==> src/verilog/rhs_array_pkg.sv <==
package rhs_array_pkg;

    localparam int CHANNELS_PER_CHIP = 16;
    localparam int SAMPLE_W = 16;       // adc result width
    localparam int WORD_W = 32;         // one spi frame word
    localparam int FRAME_IDX_W = 5;

    localparam int BIT_CYCLES = 4;      // sclk low half, high half
    localparam int CS_GAP_CYCLES = 20;  // cs high, load cycle included
    localparam int FRAME_CYCLES = WORD_W * BIT_CYCLES + CS_GAP_CYCLES;

    typedef logic [SAMPLE_W-1:0] sample_t;

    typedef enum logic {
        MODE_CONFIG = 1'b0,
        MODE_RECORD = 1'b1
    } rhs_mode_e;

    typedef struct packed {
        logic cs;       // active low chip select
        logic sclk;
        logic load;     // first cycle of a frame
        logic shift;    // start of low phase, next mosi bit
        logic sample;   // rising sclk
    } spi_tick_t;

    typedef struct packed {
        rhs_mode_e mode;
        logic [FRAME_IDX_W-1:0] frame;
    } frame_info_t;

endpackage

==> src/verilog/rhs_cmd_pkg.sv <==
package rhs_cmd_pkg;

    typedef enum logic [1:0] {
        OP_CONVERT = 2'b00,
        OP_WRITE   = 2'b10,
        OP_READ    = 2'b11
    } rhs_opcode_e;

    // register access view
    typedef struct packed {
        rhs_opcode_e opcode;
        logic u;                // latch triggered registers
        logic m;                // clear compliance monitor
        logic [3:0] zero;
        logic [7:0] addr;
        logic [15:0] data;
    } rhs_reg_cmd_t;

    // adc convert view
    typedef struct packed {
        rhs_opcode_e opcode;
        logic u;
        logic m;
        logic d;                // dc amp low gain result
        logic h;                // adc offset removal
        logic [3:0] zero;
        logic [5:0] channel;
        logic [15:0] pad;
    } rhs_conv_cmd_t;

    typedef union packed {
        rhs_reg_cmd_t reg_cmd;
        rhs_conv_cmd_t conv_cmd;
    } rhs_cmd_u;

    localparam logic [31:0] CLEAR_CAL_WORD = 32'h6A00_0000;
    localparam logic [7:0] CHIP_ID_REG = 8'd255;    // reads back 32

    localparam int CONFIG_FRAMES = 20;
    localparam int RECORD_FRAMES = 18;
    localparam int CONVERT_DELAY = 2;   // result comes back two frames late

    localparam int CONFIG_WRITES = 17;
    localparam int CLEAR_CAL_FRAME = 3;

    typedef struct packed {
        logic [7:0] addr;
        logic [15:0] data;
    } cfg_entry_t;

    // register writes in frame order, clear calibration slots in at frame 3
    localparam cfg_entry_t CONFIG_TABLE [0:CONFIG_WRITES-1] = '{
        '{8'd32, 16'h0000},     // stim enable a off
        '{8'd33, 16'h0000},     // stim enable b off
        '{8'd38, 16'hFFFF},     // all dc amps powered
        '{8'd0,  16'h0112},     // adc buffer and mux bias
        '{8'd1,  16'h051A},     // twos complement, aux outputs
        '{8'd2,  16'h0000},     // impedance check off
        '{8'd3,  16'h0000},     // impedance dac off
        '{8'd4,  16'h0016},     // upper bandwidth rh1
        '{8'd5,  16'h0017},     // upper bandwidth rh2
        '{8'd6,  16'h00A8},     // lower bandwidth rl a
        '{8'd7,  16'h000A},     // lower bandwidth rl b
        '{8'd8,  16'hFFFF},     // ac amps on
        '{8'd10, 16'h0000},     // fast settle released
        '{8'd12, 16'hFFFF},     // every amp on rl a
        '{8'd42, 16'h0000},     // stimulators off
        '{8'd46, 16'h0000},     // charge recovery switch open
        '{8'd48, 16'h0000}      // recovery dac disconnected
    };

endpackage

==> src/verilog/rhs_array_top.sv <==
`timescale 1ns/10ps

module rhs_array_top #(
    parameter int NUM_LANES = 4,
    parameter int OFFSET_W = 4
) (
    input  logic                                clk,
    input  logic                                rstn,
    input  logic                                config_start,
    input  logic                                record_start,
    input  logic [NUM_LANES-1:0][OFFSET_W-1:0]  oversample_offset,
    input  logic [NUM_LANES-1:0]                miso,
    output logic                                busy,
    output logic                                done,
    output logic                                cs,
    output logic                                sclk,
    output logic [NUM_LANES-1:0]                mosi,
    output rhs_array_pkg::sample_t [NUM_LANES-1:0][rhs_array_pkg::CHANNELS_PER_CHIP-1:0] data_out,
    output rhs_array_pkg::sample_t [NUM_LANES-1:0] chip_id
);

    import rhs_array_pkg::*;
    import rhs_cmd_pkg::*;

    spi_tick_t                          tick;
    rhs_cmd_u                           cmd;
    frame_info_t                        info;
    logic [NUM_LANES-1:0][WORD_W-1:0]   rx;
    logic [NUM_LANES-1:0]               rx_valid;

    assign cs = tick.cs;        // shared by every lane
    assign sclk = tick.sclk;

    rhs_sequencer u_rhs_sequencer (
        .clk          (clk),
        .rstn         (rstn),
        .config_start (config_start),
        .record_start (record_start),
        .tick         (tick),
        .cmd          (cmd),
        .info         (info),
        .busy         (busy),
        .done         (done)
    );

    // all lanes send the same word, each with its own miso offset
    for (genvar l = 0; l < NUM_LANES; l++) begin : g_lane
        rhs_spi_lane #(
            .OFFSET_W (OFFSET_W)
        ) u_rhs_spi_lane (
            .clk      (clk),
            .rstn     (rstn),
            .tick     (tick),
            .cmd      (cmd),
            .offset   (oversample_offset[l]),
            .miso     (miso[l]),
            .mosi     (mosi[l]),
            .rx       (rx[l]),
            .rx_valid (rx_valid[l])
        );
    end

    rhs_sample_gather #(
        .NUM_LANES (NUM_LANES)
    ) u_rhs_sample_gather (
        .clk      (clk),
        .rstn     (rstn),
        .info     (info),
        .rx       (rx),
        .rx_valid (rx_valid),
        .data_out (data_out),
        .chip_id  (chip_id)
    );

endmodule

==> src/verilog/rhs_sample_gather.sv <==
`timescale 1ns/10ps

module rhs_sample_gather #(
    parameter int NUM_LANES = 4
) (
    input  logic                                            clk,
    input  logic                                            rstn,
    input  rhs_array_pkg::frame_info_t                      info,
    input  logic [NUM_LANES-1:0][rhs_array_pkg::WORD_W-1:0] rx,
    input  logic [NUM_LANES-1:0]                            rx_valid,
    output rhs_array_pkg::sample_t [NUM_LANES-1:0][rhs_array_pkg::CHANNELS_PER_CHIP-1:0] data_out,
    output rhs_array_pkg::sample_t [NUM_LANES-1:0]          chip_id
);

    import rhs_array_pkg::*;
    import rhs_cmd_pkg::*;

    localparam int CHAN_W = $clog2(CHANNELS_PER_CHIP);

    logic                   rec_slot;   // frame carries a conversion result
    logic                   id_slot;    // last config read, holds the chip id
    logic [FRAME_IDX_W-1:0] frame_rel;
    logic [CHAN_W-1:0]      chan;

    always_comb begin
        rec_slot = (info.mode == MODE_RECORD)
                   && (info.frame >= FRAME_IDX_W'(CONVERT_DELAY));
        id_slot = (info.mode == MODE_CONFIG)
                  && (info.frame == FRAME_IDX_W'(CONFIG_FRAMES - 1));
        frame_rel = info.frame - FRAME_IDX_W'(CONVERT_DELAY);  // frame k answers k-2
        chan = frame_rel[CHAN_W-1:0];
    end

    // each lane writes on its own rx_valid, the offsets differ
    always_ff @(posedge clk) begin
        if (!rstn) begin
            data_out <= '0;
            chip_id <= '0;
        end else begin
            for (int l = 0; l < NUM_LANES; l++) begin
                if (rx_valid[l]) begin
                    if (rec_slot) begin
                        data_out[l][chan] <= rx[l][SAMPLE_W-1:0];
                    end
                    if (id_slot) begin
                        chip_id[l] <= rx[l][SAMPLE_W-1:0];
                    end
                end
            end
        end
    end

endmodule

==> src/verilog/rhs_sequencer.sv <==
`timescale 1ns/10ps

module rhs_sequencer (
    input  logic                        clk,
    input  logic                        rstn,
    input  logic                        config_start,
    input  logic                        record_start,
    output rhs_array_pkg::spi_tick_t    tick,
    output rhs_cmd_pkg::rhs_cmd_u       cmd,
    output rhs_array_pkg::frame_info_t  info,
    output logic                        busy,
    output logic                        done
);

    import rhs_array_pkg::*;
    import rhs_cmd_pkg::*;

    localparam int CYC_W = $clog2(FRAME_CYCLES);
    localparam int PHASE_W = $clog2(BIT_CYCLES);

    typedef enum logic [1:0] {
        S_IDLE,
        S_FRAME,
        S_DONE
    } state_e;

    state_e                 state;
    rhs_mode_e              mode;
    logic [FRAME_IDX_W-1:0] frame_idx;
    logic [FRAME_IDX_W-1:0] last_frame;
    logic [FRAME_IDX_W-1:0] tbl_idx;
    logic [CYC_W-1:0]       cyc;        // cycle within the frame
    logic [CYC_W-1:0]       pos;        // cycle within the cs low window
    logic [PHASE_W-1:0]     phase;      // cycle within one spi bit
    logic                   frame_start;
    logic                   in_word;
    rhs_cmd_u               cmd_next;

    assign busy = (state != S_IDLE) || done;    // covers the done cycle too

    always_comb begin
        last_frame = (mode == MODE_CONFIG) ? FRAME_IDX_W'(CONFIG_FRAMES - 1)
                                           : FRAME_IDX_W'(RECORD_FRAMES - 1);
        frame_start = (state == S_FRAME) && (cyc == '0);
        in_word = (state == S_FRAME) && (cyc >= CYC_W'(1))
                  && (cyc <= CYC_W'(WORD_W * BIT_CYCLES));
        pos = cyc - CYC_W'(1);
        phase = PHASE_W'(pos % BIT_CYCLES);
    end

    always_ff @(posedge clk) begin
        if (!rstn) begin
            state <= S_IDLE;
            mode <= MODE_CONFIG;
            frame_idx <= '0;
            cyc <= '0;
            done <= 1'b0;
        end else begin
            done <= (state == S_DONE);
            case (state)
                S_IDLE: begin
                    if (!busy && (config_start || record_start)) begin
                        mode <= config_start ? MODE_CONFIG : MODE_RECORD;  // config wins
                        frame_idx <= '0;
                        cyc <= '0;
                        state <= S_FRAME;
                    end
                end
                S_FRAME: begin
                    if (cyc == CYC_W'(FRAME_CYCLES - 1)) begin
                        cyc <= '0;
                        if (frame_idx == last_frame) begin
                            state <= S_DONE;
                        end else begin
                            frame_idx <= frame_idx + 1'b1;
                        end
                    end else begin
                        cyc <= cyc + 1'b1;
                    end
                end
                S_DONE: begin
                    state <= S_IDLE;
                end
                default: begin
                    state <= S_IDLE;
                end
            endcase
        end
    end

    // spi strobes run one cycle behind the counter, together with info and cmd
    always_ff @(posedge clk) begin
        if (!rstn) begin
            tick <= '{cs: 1'b1, default: 1'b0};
            info <= '{mode: MODE_CONFIG, frame: '0};
        end else begin
            tick.load <= frame_start;
            tick.cs <= !in_word;
            tick.sclk <= in_word && (phase >= PHASE_W'(BIT_CYCLES / 2));
            tick.shift <= in_word && (phase == '0);
            tick.sample <= in_word && (phase == PHASE_W'(BIT_CYCLES / 2));
            if (frame_start) begin
                info <= '{mode: mode, frame: frame_idx};
            end
        end
    end

    // command for the current frame index
    always_comb begin
        cmd_next = '0;
        tbl_idx = (frame_idx > FRAME_IDX_W'(CLEAR_CAL_FRAME)) ? frame_idx - 1'b1 : frame_idx;
        if (mode == MODE_RECORD) begin
            if (frame_idx < FRAME_IDX_W'(CHANNELS_PER_CHIP)) begin
                cmd_next.conv_cmd.opcode = OP_CONVERT;
                cmd_next.conv_cmd.h = 1'b1;
                cmd_next.conv_cmd.channel = 6'(frame_idx);
            end else begin
                cmd_next.reg_cmd.opcode = OP_READ;      // filler while last results return
                cmd_next.reg_cmd.addr = CHIP_ID_REG;
            end
        end else if (frame_idx == FRAME_IDX_W'(CLEAR_CAL_FRAME)) begin
            cmd_next = CLEAR_CAL_WORD;
        end else if (frame_idx <= FRAME_IDX_W'(CONFIG_WRITES)) begin
            cmd_next.reg_cmd.opcode = OP_WRITE;
            cmd_next.reg_cmd.addr = CONFIG_TABLE[tbl_idx].addr;
            cmd_next.reg_cmd.data = CONFIG_TABLE[tbl_idx].data;
        end else begin
            cmd_next.reg_cmd.opcode = OP_READ;
            cmd_next.reg_cmd.u = 1'b1;                  // trigger the written registers
            cmd_next.reg_cmd.addr = CHIP_ID_REG;
        end
    end

    always_ff @(posedge clk) begin
        if (frame_start) begin
            cmd <= cmd_next;
        end
    end

endmodule

==> src/verilog/rhs_spi_lane.sv <==
`timescale 1ns/10ps

module rhs_spi_lane #(
    parameter int OFFSET_W = 4
) (
    input  logic                                clk,
    input  logic                                rstn,
    input  rhs_array_pkg::spi_tick_t            tick,
    input  rhs_cmd_pkg::rhs_cmd_u               cmd,
    input  logic [OFFSET_W-1:0]                 offset,
    input  logic                                miso,
    output logic                                mosi,
    output logic [rhs_array_pkg::WORD_W-1:0]    rx,
    output logic                                rx_valid
);

    import rhs_array_pkg::*;

    localparam int TAPS = 1 << OFFSET_W;
    localparam int CNT_W = $clog2(WORD_W);

    logic [WORD_W-1:0]  tx_sr;
    logic [TAPS-1:0]    sample_dly;     // tap 0 is one cycle after rising sclk
    logic [CNT_W-1:0]   bit_cnt;
    logic               capture;

    // cable and chip delay differ per lane, so the capture point slides
    assign capture = sample_dly[offset];

    always_ff @(posedge clk) begin
        if (!rstn) begin
            mosi <= 1'b0;
            sample_dly <= '0;
            bit_cnt <= '0;
            rx_valid <= 1'b0;
        end else begin
            sample_dly <= {sample_dly[TAPS-2:0], tick.sample};
            rx_valid <= 1'b0;
            if (tick.load) begin
                mosi <= 1'b0;
                bit_cnt <= '0;
            end else if (tick.shift) begin
                mosi <= tx_sr[WORD_W-1];                // msb first
            end
            if (capture) begin
                bit_cnt <= bit_cnt + 1'b1;
                rx_valid <= (bit_cnt == CNT_W'(WORD_W - 1));
            end
        end
    end

    always_ff @(posedge clk) begin
        if (tick.load) begin
            tx_sr <= cmd;
        end else if (tick.shift) begin
            tx_sr <= {tx_sr[WORD_W-2:0], 1'b0};
        end
    end

    always_ff @(posedge clk) begin
        if (capture) begin
            rx <= {rx[WORD_W-2:0], miso};
        end
    end

endmodule
==> config.mk <==
export PLATFORM = sky130hd
export DESIGN_NAME = rhs_array_top
export DESIGN_NICKNAME = d
export VERILOG_FILES = /design/src/verilog/rhs_array_pkg.sv /design/src/verilog/rhs_cmd_pkg.sv /design/src/verilog/rhs_array_top.sv /design/src/verilog/rhs_sample_gather.sv /design/src/verilog/rhs_sequencer.sv /design/src/verilog/rhs_spi_lane.sv
export SDC_FILE = /design/constraint.sdc
export NUM_CORES = 2
export LEC_CHECK = 0
export BUFFER_PORTS_ARGS = -buffer_cell sky130_fd_sc_hd__buf_2
export CORE_AREA = 4 4 429 431
export DETAILED_ROUTE_END_ITERATION = 10
export DIE_AREA = 0 0 433 435
export GPL_ROUTABILITY_DRIVEN = 0
export PLACE_DENSITY = 0.53
export SKIP_CTS_REPAIR_TIMING = 1
export SLEW_MARGIN = 25
export SYNTH_ARGS = -nofsm -noshare
export SYNTH_HDL_FRONTEND = slang
export SYNTH_SLANG_ARGS = --single-unit
==> constraint.sdc <==
create_clock -name clk -period 3.8 [get_ports clk]
set_input_delay 0 -clock clk [delete_from_list [all_inputs] [get_ports clk]]
set_output_delay 0 -clock clk [all_outputs]
set_load 0.1 [all_outputs]
==> out/results.ini <==
[routing]
final_antenna_net_count = 0
route.vias.total = 42974
drc = 0
finalWirelength_mm = 222
post_drt_via_cell_ratio = 4.70
average_wire_per_standard_cell_um = 24.3
detailedRoute.firstIterationViolations = 3456
first_pass_iters = 6

[setup_path]
ff2ff_setup_slack_ns = 0.32
timing.setup.critical_path_class = reg2reg
crit_path_max_incr_delay_ns = 0.77
critical_path.slowest_cell = ha_1
worst-endpoint-arrival_ns = 4.13
setup.worst_path.start_class = flip-flop
path_cells = buf_4 -> inv_1 -> ha_1 -> nand2_1 -> nor2_2 -> nand2_1 -> nand2_1 -> a21oi_1
crit_top_cell = nand2_1
worst-path-max-fanout = 20
critical_path_required_ns = 4.45
endpoint_kind = flip-flop

[clocking]
clock_latency_ns = 0.80
clk_pin_slew_worst_paths_ns = 0.07
clockBufferDepth = 3
tritoncts_clock_tree = done
h-tree-depth = 4
tritoncts_num_sinks = 1274
root_buffer = clkbuf_16
tritoncts_buffer_count = 147

[sta]
timing.final.crit_share_pct = 91.5
slew_headroom_pct = 27.9
fmax_mhz = 287
final_period_minus_worst_setup_slack_ns = 3.48
tightestPinTransition_ns = 1.08
unrepaired_setup_endpoints_after_global_routing = no
final_setup_vio_count = 0
report.final.slew_viol_count = 0
finalHoldViolations = 0
whs_ns = 0.0697
finalClockSkew_ns = 0.0299

[hold_path]
timing.hold.worst.class = in2reg

[power_and_ir_drop]
netSwitchingPower_mw = 6.62
pwr-share-clk_pct = 50.6
share_comb_of_total_power_pct = 2.3
vdd_drop_max_mv = 0.380
pwr-share-seq_pct = 47.1
intPower_mw = 22.5
post-layout-total-power_mw = 29.1
cellLeakagePower_nw = 23.6
power.switching_fraction_pct = 22.8
p_per_area_nw_per_um2 = 487

[place]
post_dp_cell_area_um2 = 54500
half_perimeter_wire_length_of_the_detailed_placement_result_mm = 157
numPortBuffers = 1119

[yosys]
yosys.cell_types.count = 56
ys_seq_area_share_pct = 58.1
synth_warnings = 0
synthFlopType = dfxtp_1
synth_async_sr_flop_share_pct = 0
synthTopCellsByArea = dfxtp_1 (50%), nand2_1 (19%), a21oi_1 (12%), edfxtp_1 (7.7%), clkbuf_1 (2.4%)
synthCells = 5590
synth_largest_area_cell = dfxtp_1
synthMostInstantiatedCell = nand2_1
netlist.area_leader.share_pct = 50.5
synth.cell_area_um2 = 45900
postSynthNetCount = 5637
synth-edff-count = 117
syn_area_per_cell_um2 = 8.21
synth_register_bits = 1274
synth.cells.most_frequent = nand2_1 (2,302), dfxtp_1 (1,157), a21oi_1 (1,125)

[layout]
final_std_cell_area_no_fill_um2 = 59700
fillerInstances = 18989
area.sequential_um2 = 26700
drive_gt1_share_pct = 24.3
design.final.nets = 6684
multi_input_area_um2 = 17400
areaGrowthSynthToFinish_pct = 30.1

[die]
floorplan.initialDensity_pct = 25.5
die_height_um = 435
core.rowCount = 156
ios = 1120
die_width_um = 433
die-area_um2 = 188000
core_area_um2 = 180000

[global_route]
maximum_number_of_pins_on_one_net_before_global_route_repair = 122
grt_util_all_layers_pct = 22.6
grt_remaining_overflow = 0
first_global_vias = 40568
grt_pass1_wl_mm = 307
antenna_found_initial = 9

[run]
cap_violations = 0

[status]
status = complete, no violations

metal layers:
metal	part of all wire, %	global-route usage (%)
met5	0	0
met2	47	37.1
met1	40	27.2
met3	7.1	5.36
met4	5.9	12.3
final timing paths:
kind	startpoint	cells after the start	endpoint
worst max-delay path	u_rhs_sequencer.info[1]$_SDFFE_PN0P_	8	u_rhs_sample_gather.data_out[831]$_SDFFE_PN0P_
worst min-delay path	oversample_offset[3]	5	g_lane[0].u_rhs_spi_lane.bit_cnt[1]$_SDFFE_PN0P_
worst max register to register	u_rhs_sequencer.info[1]$_SDFFE_PN0P_	8	u_rhs_sample_gather.data_out[831]$_SDFFE_PN0P_
worst min register to register	u_rhs_sequencer.tick[0]$_SDFF_PN0_	1	g_lane[0].u_rhs_spi_lane.sample_dly[0]$_SDFF_PN0_
per-stage QoR:
step | worst slack, ns | setup TNS [ns] | instances | util (%)
2_1_floorplan | 1.11 | 0 | 5590 | -
3_5_place_dp | 0.130 | 0 | 8839 | 30.2
3_3_place_gp | -0.268 | -10.34 | 8823 | 30.1
6_report | 0.322 | 0 | 9136 | 33.1
4_1_cts | 0.0978 | 0 | 9107 | 33.0
5_1_grt | 0.142 | 0 | 9128 | 33.1
layout by cell type (no fill, tap or decap), drive strengths merged, types with 5 or more instances in the layout:
cell type	n
nor2b	9
ha	23
a22oi	5
nor3	14
nand2	2302
a31oi	13
edfxtp	117
clkinv	27
a221oi	6
mux4	14
mux2	17
diode	10
and2	31
clkbuf	218
clkinvlp	6
dfxtp	1157
buf	1317
nor2	127
mux2i	19
and3	12
o21ai	28
a21oi	1125
inv	38
nand3	21
nand4b	10
bufinv	9
o21a	6
dlygate4sd3	18
nand2b	7
nor3b	8
area by class of cell:
class	count	share of cell area (%)
Inverter	30	0.201
Antenna cell	10	0.0419
Multi-Input combinational cell	3849	29.1
Tap cell	2370	4.97
Clock inverter	50	1.03
Timing Repair Buffer	1335	12.6
Sequential cell	1274	44.7
Clock buffer	218	7.38
power groups by stage:
stage | clock network (mW) | logic, mW | registers, mW
after CTS | 15.1 | 0.652 | 13.7
after floorplan | 0 | 0.405 | 13.9
after global placement | 0 | 0.611 | 14.0
after detailed placement | 0 | 0.652 | 14.0
after global routing | 15.6 | 0.716 | 13.7
final | 14.7 | 0.673 | 13.7
worst max-delay path, delay by kind of cell (launching register included):
kind | cells | cell delay (ns)
AND/OR/NAND/NOR | 4 | 1.81
adder cells (fa/ha/maj) | 1 | 0.77
flip-flops | 1 | 0.34
buffers and inverters | 2 | 0.32
AO/OA/AOI/OAI | 1 | 0.08
registers in the layout, summed over array words and instances (netlist names):
register and flops:
u_rhs_sequencer.state 2, g_lane.u_rhs_spi_lane.sample_dly 16, g_lane.u_rhs_spi_lane.rx_valid 4, u_rhs_sample_gather.data_out 1024, g_lane.u_rhs_spi_lane.rx 64, g_lane.u_rhs_spi_lane.tx_sr 32
u_rhs_sequencer.mode 1, g_lane.u_rhs_spi_lane.bit_cnt 20, u_rhs_sequencer.cmd 21, u_rhs_sequencer.info 6, u_rhs_sample_gather.chip_id 64, u_rhs_sequencer.cyc 8
u_rhs_sequencer.frame_idx 5, u_rhs_sequencer.tick 5, u_rhs_sequencer.done 1, g_lane.u_rhs_spi_lane.mosi 1
cell families after synthesis:
group | Yosys count | synth area share (%)
muxes | 50 | 1.52
and+or+nand+nor | 2562 | 21.7
DFF | 1274 | 58.1
adders and majority gates | 23 | 0.627
buffers and inverters | 467 | 4.42
AOI/OAI and AO/OA | 1207 | 13.5
xor gates and xnor gates | 7 | 0.134
Power figures use the tool's default switching activity.
